--- src/fetch_config.svh ---
`ifndef FETCH_CONFIG_SVH
`define FETCH_CONFIG_SVH

////////////////////////////////////////////////////////////////////////////
// prefetch front end sizing
////////////////////////////////////////////////////////////////////////////

// entries the prefetcher may reserve in the fetch fifo
// the fifo itself holds one more entry than this
`define FETCH_NUM_REQS 2

// byte address width of the fetch bus and of every pc
`define FETCH_ADDR_W 32

// width of one fetch bus beat, a full doubleword
// the aligner assumes four halfwords per beat
`define FETCH_DATA_W 64

`endif

--- src/fetch_pkg.sv ---
`include "fetch_config.svh"

package fetch_pkg;

  //////////////////////////////////////////////////////////////////////////
  // memory side
  //////////////////////////////////////////////////////////////////////////

  // one beat returned by memory while ack is high
  typedef struct packed {
    logic [`FETCH_DATA_W-1:0] rdata;
    // bus or access fault on this doubleword
    logic                     err;
  } mem_rsp_t;

  // phases of the four-phase req/ack handshake
  typedef enum logic [1:0] {
    BUS_IDLE,
    BUS_REQ,
    BUS_RELEASE
  } bus_state_e;

  //////////////////////////////////////////////////////////////////////////
  // decode side
  //////////////////////////////////////////////////////////////////////////

  // one aligned instruction toward decode
  // for a compressed one the upper half holds the next halfword
  typedef struct packed {
    logic [31:0]              insn;
    logic [`FETCH_ADDR_W-1:0] pc;
    logic                     is_comp;
    logic                     err;
  } ir_reg_t;

endpackage

--- src/fetch_fifo64.sv ---
`timescale 1ns/1ps
`include "fetch_config.svh"

module fetch_fifo64 (
  input  logic                       clk_i,
  input  logic                       rst_ni,
  // flush and restart pc
  input  logic                       clear_i,
  input  logic [`FETCH_ADDR_W-1:0]   clear_addr_i,
  // upper entries occupancy toward the request controller
  output logic [`FETCH_NUM_REQS-1:0] busy_o,
  // response push
  input  logic                       in_valid_i,
  input  fetch_pkg::mem_rsp_t        in_rsp_i,
  // decode port
  output logic [1:0]                 out_valid_o,
  input  logic [1:0]                 out_ready_i,
  output fetch_pkg::ir_reg_t         out_instr0_o,
  output fetch_pkg::ir_reg_t         out_instr1_o
);
  import fetch_pkg::*;

  localparam int unsigned DEPTH = `FETCH_NUM_REQS + 1;
  localparam int unsigned PC_W  = `FETCH_ADDR_W - 1;
  localparam int unsigned DW    = `FETCH_DATA_W;

  // fifo storage, entry 0 is the head
  mem_rsp_t [DEPTH-1:0] entry_d;
  mem_rsp_t [DEPTH-1:0] entry_q;
  logic     [DEPTH-1:0] valid_d;
  logic     [DEPTH-1:0] valid_q;
  logic     [DEPTH-1:0] lowest_free;
  logic     [DEPTH-1:0] valid_pushed;
  logic     [DEPTH-1:0] valid_popped;
  logic     [DEPTH-1:0] entry_en;
  logic                 pop;

  // aligner window
  logic [2*DW-1:0] win;
  logic [5:0]      comp_flag;
  logic            one_word;
  logic            two_words;
  logic            any_word;
  logic [3:0]      avail_hw;
  logic            err_w0;
  logic            err_w1;

  // instruction slicing, all positions in halfwords
  logic [1:0] sel;
  logic       comp0;
  logic       comp1;
  logic [2:0] len0;
  logic [2:0] len1;
  logic [2:0] end0;
  logic [2:0] end1;
  logic       fit0;
  logic       fit1;
  logic       bad0;
  logic       bad1;

  // transfer bookkeeping
  logic [1:0] xfr;
  logic [2:0] hw_end;
  logic [2:0] incr;

  // halfword pc and its two look-ahead copies
  logic [PC_W-1:0] pc_q;
  logic [PC_W-1:0] pc2_q;
  logic [PC_W-1:0] pc4_q;
  logic [PC_W-1:0] pc_next;
  logic [PC_W-1:0] pc_d;
  logic            pc_en;

  ////////////////////////////////////////////////////////////////////////////
  // window build
  ////////////////////////////////////////////////////////////////////////////

  // head doubleword comes from entry 0, or straight from the bus when empty
  assign win[DW-1:0]    = valid_q[0] ? entry_q[0].rdata : in_rsp_i.rdata;
  // second doubleword from entry 1, or the incoming beat behind entry 0
  assign win[2*DW-1:DW] = valid_q[1] ? entry_q[1].rdata : in_rsp_i.rdata;

  assign err_w0 = valid_q[0] ? entry_q[0].err : in_rsp_i.err;
  assign err_w1 = valid_q[1] ? entry_q[1].err : in_rsp_i.err;

  // how much of the window holds real data this cycle
  assign one_word  = (valid_q[0] & ~valid_q[1] & ~in_valid_i) |
                     (~valid_q[0] & in_valid_i);
  assign two_words = valid_q[1] | (valid_q[0] & in_valid_i);
  assign any_word  = one_word | two_words;
  assign avail_hw  = two_words ? 4'd8 : (one_word ? 4'd4 : 4'd0);

  // rvc rule: low two bits other than 11 mean a 16-bit encoding
  // an instr1 never starts past halfword 5
  for (genvar i = 0; i < 6; i++) begin : g_comp
    assign comp_flag[i] = (win[i*16 +: 2] != 2'b11);
  end

  ////////////////////////////////////////////////////////////////////////////
  // aligner
  ////////////////////////////////////////////////////////////////////////////

  assign sel = pc_q[1:0];

  // instr0 starts at sel, instr1 right after it
  assign comp0 = comp_flag[sel];
  assign len0  = comp0 ? 3'd1 : 3'd2;
  assign end0  = {1'b0, sel} + len0;
  assign comp1 = comp_flag[end0];
  assign len1  = comp1 ? 3'd1 : 3'd2;
  assign end1  = end0 + len1;

  // complete when the last halfword lies inside the valid part
  assign fit0 = ({1'b0, end0} <= avail_hw);
  assign fit1 = ({1'b0, end1} <= avail_hw);

  // faulty head word: instr0 goes out alone so the trap is precise
  // faulty second word only hits an instruction reaching past halfword 3
  assign bad0 = err_w0 | (two_words & err_w1 & (end0 > 3'd4));
  assign bad1 = two_words & err_w1 & (end1 > 3'd4);

  // nothing past the first faulty instruction is presented
  assign out_valid_o[0] = any_word & (fit0 | bad0);
  assign out_valid_o[1] = any_word & fit1 & ~bad0;

  assign out_instr0_o.insn    = win[{sel, 4'b0000} +: 32];
  assign out_instr0_o.pc      = {pc_q, 1'b0};
  assign out_instr0_o.is_comp = comp0;
  assign out_instr0_o.err     = bad0;

  assign out_instr1_o.insn    = win[{end0, 4'b0000} +: 32];
  assign out_instr1_o.pc      = {(comp0 ? pc2_q : pc4_q), 1'b0};
  assign out_instr1_o.is_comp = comp1;
  assign out_instr1_o.err     = bad1;

  ////////////////////////////////////////////////////////////////////////////
  // consume and pc update
  ////////////////////////////////////////////////////////////////////////////

  // decode takes instr1 only together with instr0
  assign xfr = out_valid_o & out_ready_i;

  // halfword position just past the last consumed instruction
  assign hw_end = xfr[1] ? end1 : end0;
  assign incr   = xfr[0] ? (hw_end - {1'b0, sel}) : 3'd0;

  // head doubleword is done once consumption reaches its end
  assign pop = xfr[0] & (hw_end >= 3'd4);

  assign pc_next = pc_q + PC_W'(incr);
  assign pc_d    = clear_i ? clear_addr_i[`FETCH_ADDR_W-1:1] : pc_next;
  assign pc_en   = clear_i | xfr[0];

  // pc+2 and pc+4 kept in flops, so instr1's pc is only a mux
  always_ff @(posedge clk_i or negedge rst_ni) begin
    if (!rst_ni) begin
      pc_q  <= '0;
      pc2_q <= PC_W'(1);
      pc4_q <= PC_W'(2);
    end else if (pc_en) begin
      pc_q  <= pc_d;
      pc2_q <= pc_d + PC_W'(1);
      pc4_q <= pc_d + PC_W'(2);
    end
  end

  ////////////////////////////////////////////////////////////////////////////
  // fifo control
  ////////////////////////////////////////////////////////////////////////////

  // top entries tell the controller whether another beat fits
  assign busy_o = valid_q[DEPTH-1 -: `FETCH_NUM_REQS];

  for (genvar i = 0; i < DEPTH; i++) begin : g_entry
    // write pointer, first empty slot above a full one
    if (i == 0) begin : g_bottom
      assign lowest_free[i] = ~valid_q[i];
    end else begin : g_upper
      assign lowest_free[i] = ~valid_q[i] & valid_q[i-1];
    end

    assign valid_pushed[i] = valid_q[i] | (in_valid_i & lowest_free[i]);

    if (i < DEPTH - 1) begin : g_shift
      // a pop moves everything one slot down
      assign valid_popped[i] = pop ? valid_pushed[i+1] : valid_pushed[i];
      // load on shift-in, or on a push into this slot without a pop
      assign entry_en[i] = (pop & valid_pushed[i+1]) |
                           (~pop & in_valid_i & lowest_free[i]);
      assign entry_d[i]  = valid_q[i+1] ? entry_q[i+1] : in_rsp_i;
    end else begin : g_top
      // nothing above the top slot to shift in
      assign valid_popped[i] = ~pop & valid_pushed[i];
      assign entry_en[i]     = in_valid_i & lowest_free[i];
      assign entry_d[i]      = in_rsp_i;
    end

    // clear drops stored entries and any beat arriving with it
    assign valid_d[i] = valid_popped[i] & ~clear_i;
  end

  always_ff @(posedge clk_i or negedge rst_ni) begin
    if (!rst_ni) begin
      valid_q <= '0;
    end else begin
      valid_q <= valid_d;
    end
  end

  // payload flops
  for (genvar i = 0; i < DEPTH; i++) begin : g_store
    always_ff @(posedge clk_i) begin
      if (entry_en[i]) begin
        entry_q[i] <= entry_d[i];
      end
    end
  end

endmodule

--- src/prefetch_ctrl.sv ---
`timescale 1ns/1ps
`include "fetch_config.svh"

module prefetch_ctrl (
  input  logic                       clk_i,
  input  logic                       rst_ni,
  // redirect, halfword aligned target
  input  logic                       redirect_i,
  input  logic [`FETCH_ADDR_W-1:0]   redirect_addr_i,
  // fifo fill state, top bit means no room
  input  logic [`FETCH_NUM_REQS-1:0] fifo_busy_i,
  // four-phase memory port
  output logic                       mem_req_o,
  output logic [`FETCH_ADDR_W-1:0]   mem_addr_o,
  input  logic                       mem_ack_i,
  input  fetch_pkg::mem_rsp_t        mem_rsp_i,
  // response toward the fifo
  output logic                       rsp_valid_o,
  output fetch_pkg::mem_rsp_t        rsp_o
);
  import fetch_pkg::*;

  // bits above the doubleword offset
  localparam int unsigned DA_W = `FETCH_ADDR_W - 3;

  bus_state_e      state_q;
  bus_state_e      state_d;
  logic            stale_q;
  logic            stale_d;
  logic [DA_W-1:0] fetch_addr_q;
  logic [DA_W-1:0] fetch_addr_d;
  logic [DA_W-1:0] req_addr_q;
  logic            can_req;
  logic            launch;
  logic            ack_seen;

  ////////////////////////////////////////////////////////////////////////////
  // handshake FSM
  ////////////////////////////////////////////////////////////////////////////

  // ack must be low before req may rise again
  // a redirect empties the fifo, so room is guaranteed then
  assign can_req = ~mem_ack_i & (redirect_i | ~fifo_busy_i[`FETCH_NUM_REQS-1]);

  always_comb begin
    state_d = state_q;
    launch  = 1'b0;
    unique case (state_q)
      BUS_IDLE: begin
        if (can_req) begin
          state_d = BUS_REQ;
          launch  = 1'b1;
        end
      end
      BUS_REQ: begin
        // req drops on the edge after ack is seen
        if (mem_ack_i) begin
          state_d = BUS_RELEASE;
        end
      end
      BUS_RELEASE: begin
        // wait for ack low, then go straight on if there is room
        if (can_req) begin
          state_d = BUS_REQ;
          launch  = 1'b1;
        end else if (!mem_ack_i) begin
          state_d = BUS_IDLE;
        end
      end
      default: begin
        state_d = BUS_IDLE;
      end
    endcase
  end

  assign ack_seen = (state_q == BUS_REQ) & mem_ack_i;

  // a redirect in flight makes the pending beat stale
  // a fresh launch always uses the current address, so it clears the flag
  always_comb begin
    stale_d = stale_q;
    if (launch) begin
      stale_d = 1'b0;
    end else if (redirect_i && (state_q != BUS_IDLE)) begin
      stale_d = 1'b1;
    end
  end

  ////////////////////////////////////////////////////////////////////////////
  // response forwarding and address
  ////////////////////////////////////////////////////////////////////////////

  // single-cycle pulse in the first ack cycle
  // a beat meeting a redirect in the same cycle is stale too
  assign rsp_valid_o = ack_seen & ~stale_q & ~redirect_i;
  assign rsp_o       = mem_rsp_i;

  // next doubleword to fetch
  assign fetch_addr_d = redirect_i  ? redirect_addr_i[`FETCH_ADDR_W-1:3] :
                        rsp_valid_o ? fetch_addr_q + DA_W'(1) :
                                      fetch_addr_q;

  always_ff @(posedge clk_i or negedge rst_ni) begin
    if (!rst_ni) begin
      state_q      <= BUS_IDLE;
      stale_q      <= 1'b0;
      fetch_addr_q <= '0;
    end else begin
      state_q      <= state_d;
      stale_q      <= stale_d;
      fetch_addr_q <= fetch_addr_d;
    end
  end

  // bus address captured at launch, held while req is high
  always_ff @(posedge clk_i or negedge rst_ni) begin
    if (!rst_ni) begin
      req_addr_q <= '0;
    end else if (launch) begin
      req_addr_q <= fetch_addr_d;
    end
  end

  assign mem_req_o  = (state_q == BUS_REQ);
  assign mem_addr_o = {req_addr_q, 3'b000};

endmodule

--- src/prefetch_top.sv ---
`timescale 1ns/1ps
`include "fetch_config.svh"

module prefetch_top (
  input  logic                     clk_i,
  input  logic                     rst_ni,
  // redirect from execute
  input  logic                     redirect_i,
  input  logic [`FETCH_ADDR_W-1:0] redirect_addr_i,
  // memory port
  output logic                     mem_req_o,
  output logic [`FETCH_ADDR_W-1:0] mem_addr_o,
  input  logic                     mem_ack_i,
  input  fetch_pkg::mem_rsp_t      mem_rsp_i,
  // decode port
  output logic [1:0]               out_valid_o,
  input  logic [1:0]               out_ready_i,
  output fetch_pkg::ir_reg_t       out_instr0_o,
  output fetch_pkg::ir_reg_t       out_instr1_o
);
  import fetch_pkg::*;

  logic [`FETCH_NUM_REQS-1:0] fifo_busy;
  logic                       rsp_valid;
  mem_rsp_t                   rsp;

  // bus requests and stale beat filtering
  prefetch_ctrl u_ctrl (
    .clk_i           (clk_i),
    .rst_ni          (rst_ni),
    .redirect_i      (redirect_i),
    .redirect_addr_i (redirect_addr_i),
    .fifo_busy_i     (fifo_busy),
    .mem_req_o       (mem_req_o),
    .mem_addr_o      (mem_addr_o),
    .mem_ack_i       (mem_ack_i),
    .mem_rsp_i       (mem_rsp_i),
    .rsp_valid_o     (rsp_valid),
    .rsp_o           (rsp)
  );

  // buffering and alignment, restarted at the redirect pc
  fetch_fifo64 u_fifo (
    .clk_i        (clk_i),
    .rst_ni       (rst_ni),
    .clear_i      (redirect_i),
    .clear_addr_i (redirect_addr_i),
    .busy_o       (fifo_busy),
    .in_valid_i   (rsp_valid),
    .in_rsp_i     (rsp),
    .out_valid_o  (out_valid_o),
    .out_ready_i  (out_ready_i),
    .out_instr0_o (out_instr0_o),
    .out_instr1_o (out_instr1_o)
  );

endmodule

--- config.mk ---
export PLATFORM = sky130hd
export DESIGN_NAME = prefetch_top
export DESIGN_NICKNAME = d
export VERILOG_FILES = /design/src/fetch_pkg.sv /design/src/fetch_fifo64.sv /design/src/prefetch_ctrl.sv /design/src/prefetch_top.sv
export VERILOG_INCLUDE_DIRS = /design/src
export SDC_FILE = /design/constraint.sdc
export NUM_CORES = 1
export LEC_CHECK = 0
export ABC_CLOCK_PERIOD_IN_PS = 17950
export BUFFER_PORTS_ARGS = -buffer_cell sky130_fd_sc_hd__clkbuf_2
export CAP_MARGIN = 10
export CORE_UTILIZATION = 50
export DETAILED_ROUTE_END_ITERATION = 10
export GPL_TIMING_DRIVEN = 0
export PLACE_DENSITY = 0.79
export SYNTH_ARGS = -nofsm -noshare
export SYNTH_HDL_FRONTEND = slang
export SYNTH_SLANG_ARGS = --single-unit
--- constraint.sdc ---
create_clock -name clk_i -period 17.95 [get_ports clk_i]
set_input_delay 1.795 -clock clk_i [delete_from_list [all_inputs] [get_ports clk_i]]
set_output_delay 1.795 -clock clk_i [all_outputs]
set_load 0.01 [all_outputs]
## Yosys cells after proc, flatten, opt, wreduce, memory -nomap -nowiden

Cells that the tools add are included.

| word-level totals | value |
|---|---|
| output and inout bits | 167 |
| word-level logic and storage cells | 127 |
| bits of input ports | 103 |
| register bits | 352 |

| cells by class | value |
|---|---|
| reduce and logical (&&, ||, !) cells | 6 |
| shift-type cells | 2 |
| $add $sub $neg | 7 |
| $lt $le $gt $ge | 7 |
| equality and inequality tests | 11 |
| bitwise logic cells | 49 |
| muxes and demuxes | 31 |

Operators with widths:

| cell | number |
|---|---|
| $mux 65 | 2 |
| $mux 64 | 2 |
| $shiftx 128x7->32 | 1 |
| $shiftx 128x8->32 | 1 |
| $mux 31 | 2 |
| $mux 29 | 2 |
| $add 31x1->31 const B | 1 |
| $add 31x2->31 const B | 1 |
| $add 31x3->31 | 1 |
| $add 29x1->29 const B | 1 |
| $and 1x1->1 | 27 |
| $mux 2 | 6 |
| $ne 2x2->1 const B | 6 |
| $or 1x1->1 | 12 |
| $mux 1 | 10 |
| $mux 3 | 3 |
| $not 1->1 | 9 |
| $le 3x4->1 | 2 |
| $gt 3x3->1 const B | 2 |
| $pmux 2 s3 | 1 |
| $lt 2x4->1 const B | 1 |
| $lt 3x4->1 const B | 1 |
| $mux 4 | 1 |
| $ne 2x1->1 const B | 2 |
| other kinds (15) | 16 |

## Longest topological paths before layout

| logic depth | value |
|---|---|
| word-level depth | 21 |
| depth in mapped cells | 42 |
| depth with buffers taken out | 37 |

## Hierarchy

From an unflattened synthesis, not the netlist that was laid out.

| unflattened totals | value |
|---|---|
| cells, all modules | 1985 |
| area total of the unflattened synthesis | 21510.6 µm² |

Modules (own cells, without submodules):

| module | area each (µm²) | seq. area each (µm²) | cells an instance | times used |
|---|---|---|---|---|
| fetch_fifo64 | 17784.6 | 8235.4 | 1571 | 1 |
| prefetch_ctrl | 3726.1 | 1526.5 | 414 | 1 |

## Worst setup path after synthesis

OpenSTA, ideal clock, no wires.

| path | value |
|---|---|
| kind | in2reg |
| from | in mem_rsp_i[1] in the netlist's numbering |
| to | reg u_fifo.pc2_q[20] |
| buffers on the path | 3 |
| stages on the path | 37 |
| arrival | 10417 ps |
| data required time | 17868 ps |
| setup time | 82 ps |
| setup slack | 7451 ps |
| cell sequence | nor2b_1 -> a32o_1 -> o21ai_0 -> o21ai_1 -> inv_1 -> clkbuf_1 -> ha_1 -> fa_1 -> buf_2 -> buf_1 -> a211oi_1 -> a211oi_1 -> a21oi_1 -> nor2_1 -> a21o_1 -> inv_1 -> fa_1 -> xnor2_1 -> ha_1 -> a21o_1 -> maj3_1 -> o21ai_0 -> mux2i_1 -> ha_1 -> fa_1 -> xnor2_1 -> nor2_1 -> ha_1 -> and4b_1 -> nand2_1 -> or4_1 -> o221a_1 -> a211oi_2 -> nand2_1 -> or3_1 -> or4_1 -> a31oi_1 |

| between the ends | value |
|---|---|
| longest elaborated chain between the ends | 20 |
| elaborated cells on any way between the ends | 30 |
| classes of those cells | add/sub (5); order compare (3); eq/ne (2); mux (11); bitwise (9) |

RTL lines:

| element | line | text |
|---|---|---|
| start: declaration | prefetch_top.sv:14 | `input fetch_pkg::mem_rsp_t mem_rsp_i,` |
| $mux 64 * | fetch_fifo64.sv:79 | `assign win[DW-1:0] = valid_q[0] ? entry_q[0].rdata : in_rsp_i.rdata;` |
| $ne 2x2->1 * | fetch_fifo64.sv:96 | `assign comp_flag[i] = (win[i*16 +: 2] != 2'b11);` |
| $bmux 1 s2 * | fetch_fifo64.sv:106 | `assign comp0 = comp_flag[sel];` |
| $mux 1 (implied by the code) * | fetch_fifo64.sv:106 |  |
| net u_fifo.comp0 | fetch_fifo64.sv:50 | `logic comp0;` |
| $mux 2 * | fetch_fifo64.sv:107 | `assign len0 = comp0 ? 3'd1 : 3'd2;` |
| $add 2x3->3 * | fetch_fifo64.sv:108 | `assign end0 = {1'b0, sel} + len0;` |
| $bmux 1 s3 * | fetch_fifo64.sv:109 | `assign comp1 = comp_flag[end0];` |
| [1 not listed] | - |  |
| net u_fifo.comp1 | fetch_fifo64.sv:51 | `logic comp1;` |
| [3 not listed] | - |  |
| $and 1x1->1 (2 in a row) | fetch_fifo64.sv:124 | `assign out_valid_o[1] = any_word & fit1 & ~bad0;` |
| $and 2x2->2 | fetch_fifo64.sv:141 | `assign xfr = out_valid_o & out_ready_i;` |
| $mux 3 * | fetch_fifo64.sv:144 | `assign hw_end = xfr[1] ? end1 : end0;` |
| $sub 3x2->3 * | fetch_fifo64.sv:145 | `assign incr = xfr[0] ? (hw_end - {1'b0, sel}) : 3'd0;` |
| $mux 3 * | fetch_fifo64.sv:145 |  |
| $add 31x3->31 * | fetch_fifo64.sv:150 | `assign pc_next = pc_q + PC_W'(incr);` |
| $mux 31 * | fetch_fifo64.sv:151 | `` assign pc_d = clear_i ? clear_addr_i[`FETCH_ADDR_W-1:1] : pc_next; `` |
| $add 31x1->31 * | fetch_fifo64.sv:162 | `pc2_q <= pc_d + PC_W'(1);` |
| end signal: assignment | fetch_fifo64.sv:162 |  |
| end: declaration | fetch_fifo64.sv:68 | `logic [PC_W-1:0] pc2_q;` |

Mark *: on every way through the listed nets, which the timed path passes. The rest lies on a longest branch. The select of a mux whose other input is x is not followed.
A chain may end at the register's enable or synchronous reset.

## Final worst setup path

| path | value |
|---|---|
| from | reg u_fifo.valid_q[0] |
| to | reg u_fifo.pc2_q[28] |

| between the ends | value |
|---|---|
| longest elaborated chain between the ends | 20 |
| elaborated cells on any way between the ends | 43 |
| classes of those cells | add/sub (5); order compare (3); eq/ne (4); mux (13); bitwise (18) |

RTL lines:

| element | line | text |
|---|---|---|
| start: declaration | fetch_fifo64.sv:31 | `logic [DEPTH-1:0] valid_q;` |
| start signal: assignment | fetch_fifo64.sv:206 | `valid_q <= valid_d;` |
| $mux 64 * | fetch_fifo64.sv:79 |  |
| $ne 2x2->1 | fetch_fifo64.sv:96 |  |
| $bmux 1 s2 * | fetch_fifo64.sv:106 |  |
| $mux 1 (implied by the code) * | fetch_fifo64.sv:106 |  |
| net u_fifo.comp0 | fetch_fifo64.sv:50 |  |
| $mux 2 * | fetch_fifo64.sv:107 |  |
| $add 2x3->3 * | fetch_fifo64.sv:108 |  |
| $bmux 1 s3 * | fetch_fifo64.sv:109 |  |
| [1 not listed] | - |  |
| net u_fifo.comp1 | fetch_fifo64.sv:51 |  |
| [3 not listed] | - |  |
| $and 1x1->1 (2 in a row) | fetch_fifo64.sv:124 |  |
| $and 2x2->2 | fetch_fifo64.sv:141 |  |
| $mux 3 * | fetch_fifo64.sv:144 |  |
| $sub 3x2->3 * | fetch_fifo64.sv:145 |  |
| $mux 3 * | fetch_fifo64.sv:145 |  |
| $add 31x3->31 * | fetch_fifo64.sv:150 |  |
| $mux 31 * | fetch_fifo64.sv:151 |  |
| $add 31x1->31 * | fetch_fifo64.sv:162 |  |

Marked as above.

==> run summary <==
Area contributors post-synth: edfxtp_1 (29%), dfrtp_1 (19%), mux2_2 (14%)
Pins Over Slew Limit: 0
IO buf count: 263
First-pass DRT Iterations: 6
Critical Path Sink Type: flop
Antenna viol nets, final: 0
Vias: 17,722
Largest net degree at the start of global routing: 109
GRT Util Overall: 35.5%
Dominant cell by count in the synthesized netlist: mux2_2
Die X: 205 um
Final setup fails: 0
Max-slew headroom: 18.1%
Postcts setup bufs: 0
FF+latch area: 9760 um^2
Leak: 0.00927 uW
Clk buf depth: 3
Layout cells sized above 1: 31.9%
Setup Total Neg Slack: 0 ns
Max Clock Skew: 0.0313 ns
Fin crit share: 73.4%
Detailed Place HPWL: 54.9 mm
Peak VDD IR: 76.0 uV
Die area: 41,900 um^2
Synth Instances: 1,827
Pwr dens: 121 nW/um^2
Status: finished clean
Synth unique cells: 87
Clock Root Buffer: clkbuf_16
Worst min path class: reg -> reg
DRC Markers: 0
Hold Fails Final Rpt: 0
IO Pins: 270
FF+latch count, synth: 351
Share of Yosys cell area claimed by the top area cell type: 28.5%
Maxcap violations: 0
Ys async rst share: 44.4%
Starting density of the core: 51.2%
Post-synth EDFFs: 195
First-pass GRT wire length: 110 mm
H-tree Lvls: 2
RSZ-0062 raised after global routing: false
Critical Path Source Type: flop
CP arrival: 13.63 ns
Clock transition at path regs: 0.06 ns
CTS Sinks: 351
Top cells by instance count after synthesis: mux2_2 (250), nand2_1 (227), edfxtp_1 (195), dfrtp_1 (154), nor2_1 (113)
Layout net count: 2,266
WL final: 74.6 mm
CP max-delay cell: nor3_1
Actual slew at the worst max-slew pin: 1.23 ns
Minimum clock period: 13.17 ns
Yosys top cell by area: edfxtp_1
Ys Warns: 0
Core area: 40,100 um^2
CP Class: reg -> reg
CP Max Fanout: 11
CP Data Required Time: 18.41 ns
Hold_buf cts: 0
Vias/cell: 6.55
Number of global-route vias before repair: 17,244
Die H: 205 um
DR iter-0 viols: 2,200
Congestion Overflow GR: 0
Area of the multi-input gates: 10,100 um^2
RD Place Congestion: 0.999
Post-route cell area: 24,000 um^2
Top FF cell, synth: edfxtp_1
Area grow syn2layout: 16.9%
FP Rows: 73
Post-Syn Area per Cell: 11.2 um^2
Post-synthesis sequential area ratio: 47.6%
CP max stage delay: 0.83 ns
Clk_lat worst skew: 0.58 ns
Synth Cell Area: 20,500 um^2
CTS tree: built
F_max: 75.9 MHz
Num CTS Buffers: 39
Placed cell areas: 22,700 um^2
Cts repair resizes: 0
Routed wire per std cell: 27.6 um
# fillers: 3,259
Antenna violations before repair: 6
[flip-flops by register name (all words and copies together) (netlist names)]
register             count
u_ctrl.fetch_addr_q     29
u_fifo.entry_q         195
u_ctrl.stale_q           1
u_ctrl.state_q           2
u_fifo.pc_q             30
u_fifo.pc4_q            31
u_fifo.valid_q           3
u_ctrl.req_addr_q       29
u_fifo.pc2_q            31
[logic make-up (layout without fill, tap and decap cells)]
family | Yosys count | in the layout | synth area share (%)
simple gates | 571 | 571 | 13.5
flops | 351 | 351 | 47.6
mux | 342 | 342 | 21.4
compound gates | 319 | 319 | 10.5
buf+inv | 169 | 514 | 3.40
xor+xnor | 59 | 59 | 2.52
fa+ha+maj | 15 | 15 | 1.05
other cells | 1 | 8 | 0.0183
[layout by cell type (no fill, tap or decap), drive strengths merged, types with 38 or more instances in the layout]
| master | netlist | routed |
|---|---|---|
| a21oi | 55 | 55 |
| buf | 41 | 54 |
| clkbuf | 90 | 408 |
| dfrtp | 154 | 154 |
| edfxtp | 195 | 195 |
| inv | 37 | 38 |
| mux2 | 250 | 250 |
| mux2i | 39 | 39 |
| mux4 | 53 | 53 |
| nand2 | 228 | 228 |
| nand3 | 53 | 53 |
| nor2 | 113 | 113 |
| o21ai | 92 | 92 |
[worst max-delay path, delay by kind of cell (launching register included)]
family	cells	cell delay, ns
AND/OR/NAND/NOR	6	2.61
adder cells (fa/ha/maj)	9	3.17
AO/OA/AOI/OAI	9	2.39
multiplexers	2	0.73
flip-flops	1	0.42
buffers and inverters	7	3.35
XOR/XNOR	2	0.36
[metrics by stage]
stage	hold slack, ns	util [%]	power, uW	instances	worst slack (ns)
3_5_place_dp	0.462	56.6	2070	2632	4.71
5_1_grt	0.503	59.8	3000	2702	4.30
2_1_floorplan	0.439	-	1640	1831	7.45
4_1_cts	0.474	59.8	2870	2700	5.09
3_3_place_gp	0.450	56.1	2050	2619	1.84
6_report	0.478	59.8	2900	2704	4.78
[power breakdown]
part	switching, uW	internal (uW)
Combinational	680	424
Clock	350	461
Sequential	60.7	926
[routing by layer]
| layer | part of all wire [%] | track usage, % | routed length [um] | vias up |
|---|---|---|---|---|
| met1 | 37 | 46.5 | 27700 | 8710 |
| met2 | 46 | 55.6 | 34100 | 1276 |
| met3 | 12 | 8.81 | 9130 | 236 |
| met4 | 4.9 | 16.1 | 3690 | 4 |
| li1 | - | - | - | 7496 |
| met5 | 0.031 | 0 | 23 | - |
[cell type report]
| type | count | area share, % |
|---|---|---|
| Buffer | 131 | 2.32 |
| Inverter | 38 | 0.595 |
| Timing Repair Buffer | 277 | 6.18 |
| Sequential cell | 351 | 40.7 |
| Clock buffer | 55 | 4.75 |
| Clock inverter | 13 | 0.548 |
| Multi-Input combinational cell | 1311 | 42.1 |
| Antenna cell | 3 | 0.0313 |
| Tap cell | 525 | 2.74 |
[final timing paths]
kind	startpoint	to	slack (ns)	cells after the start
worst max-delay path	u_fifo.valid_q[0]	u_fifo.pc2_q[28]	4.78	35
worst min-delay path	u_fifo.pc2_q[1]	u_fifo.pc2_q[1]	0.48	2
worst max register to register	u_fifo.valid_q[0]	u_fifo.pc2_q[28]	4.78	35
worst min register to register	u_fifo.pc2_q[1]	u_fifo.pc2_q[1]	0.48	2
max in group asynchronous	rst_ni	u_ctrl.req_addr_q[9]	15.86	2
min in group asynchronous	rst_ni	u_fifo.pc4_q[23]	1.16	1
(Power assumes the default switching activity.)
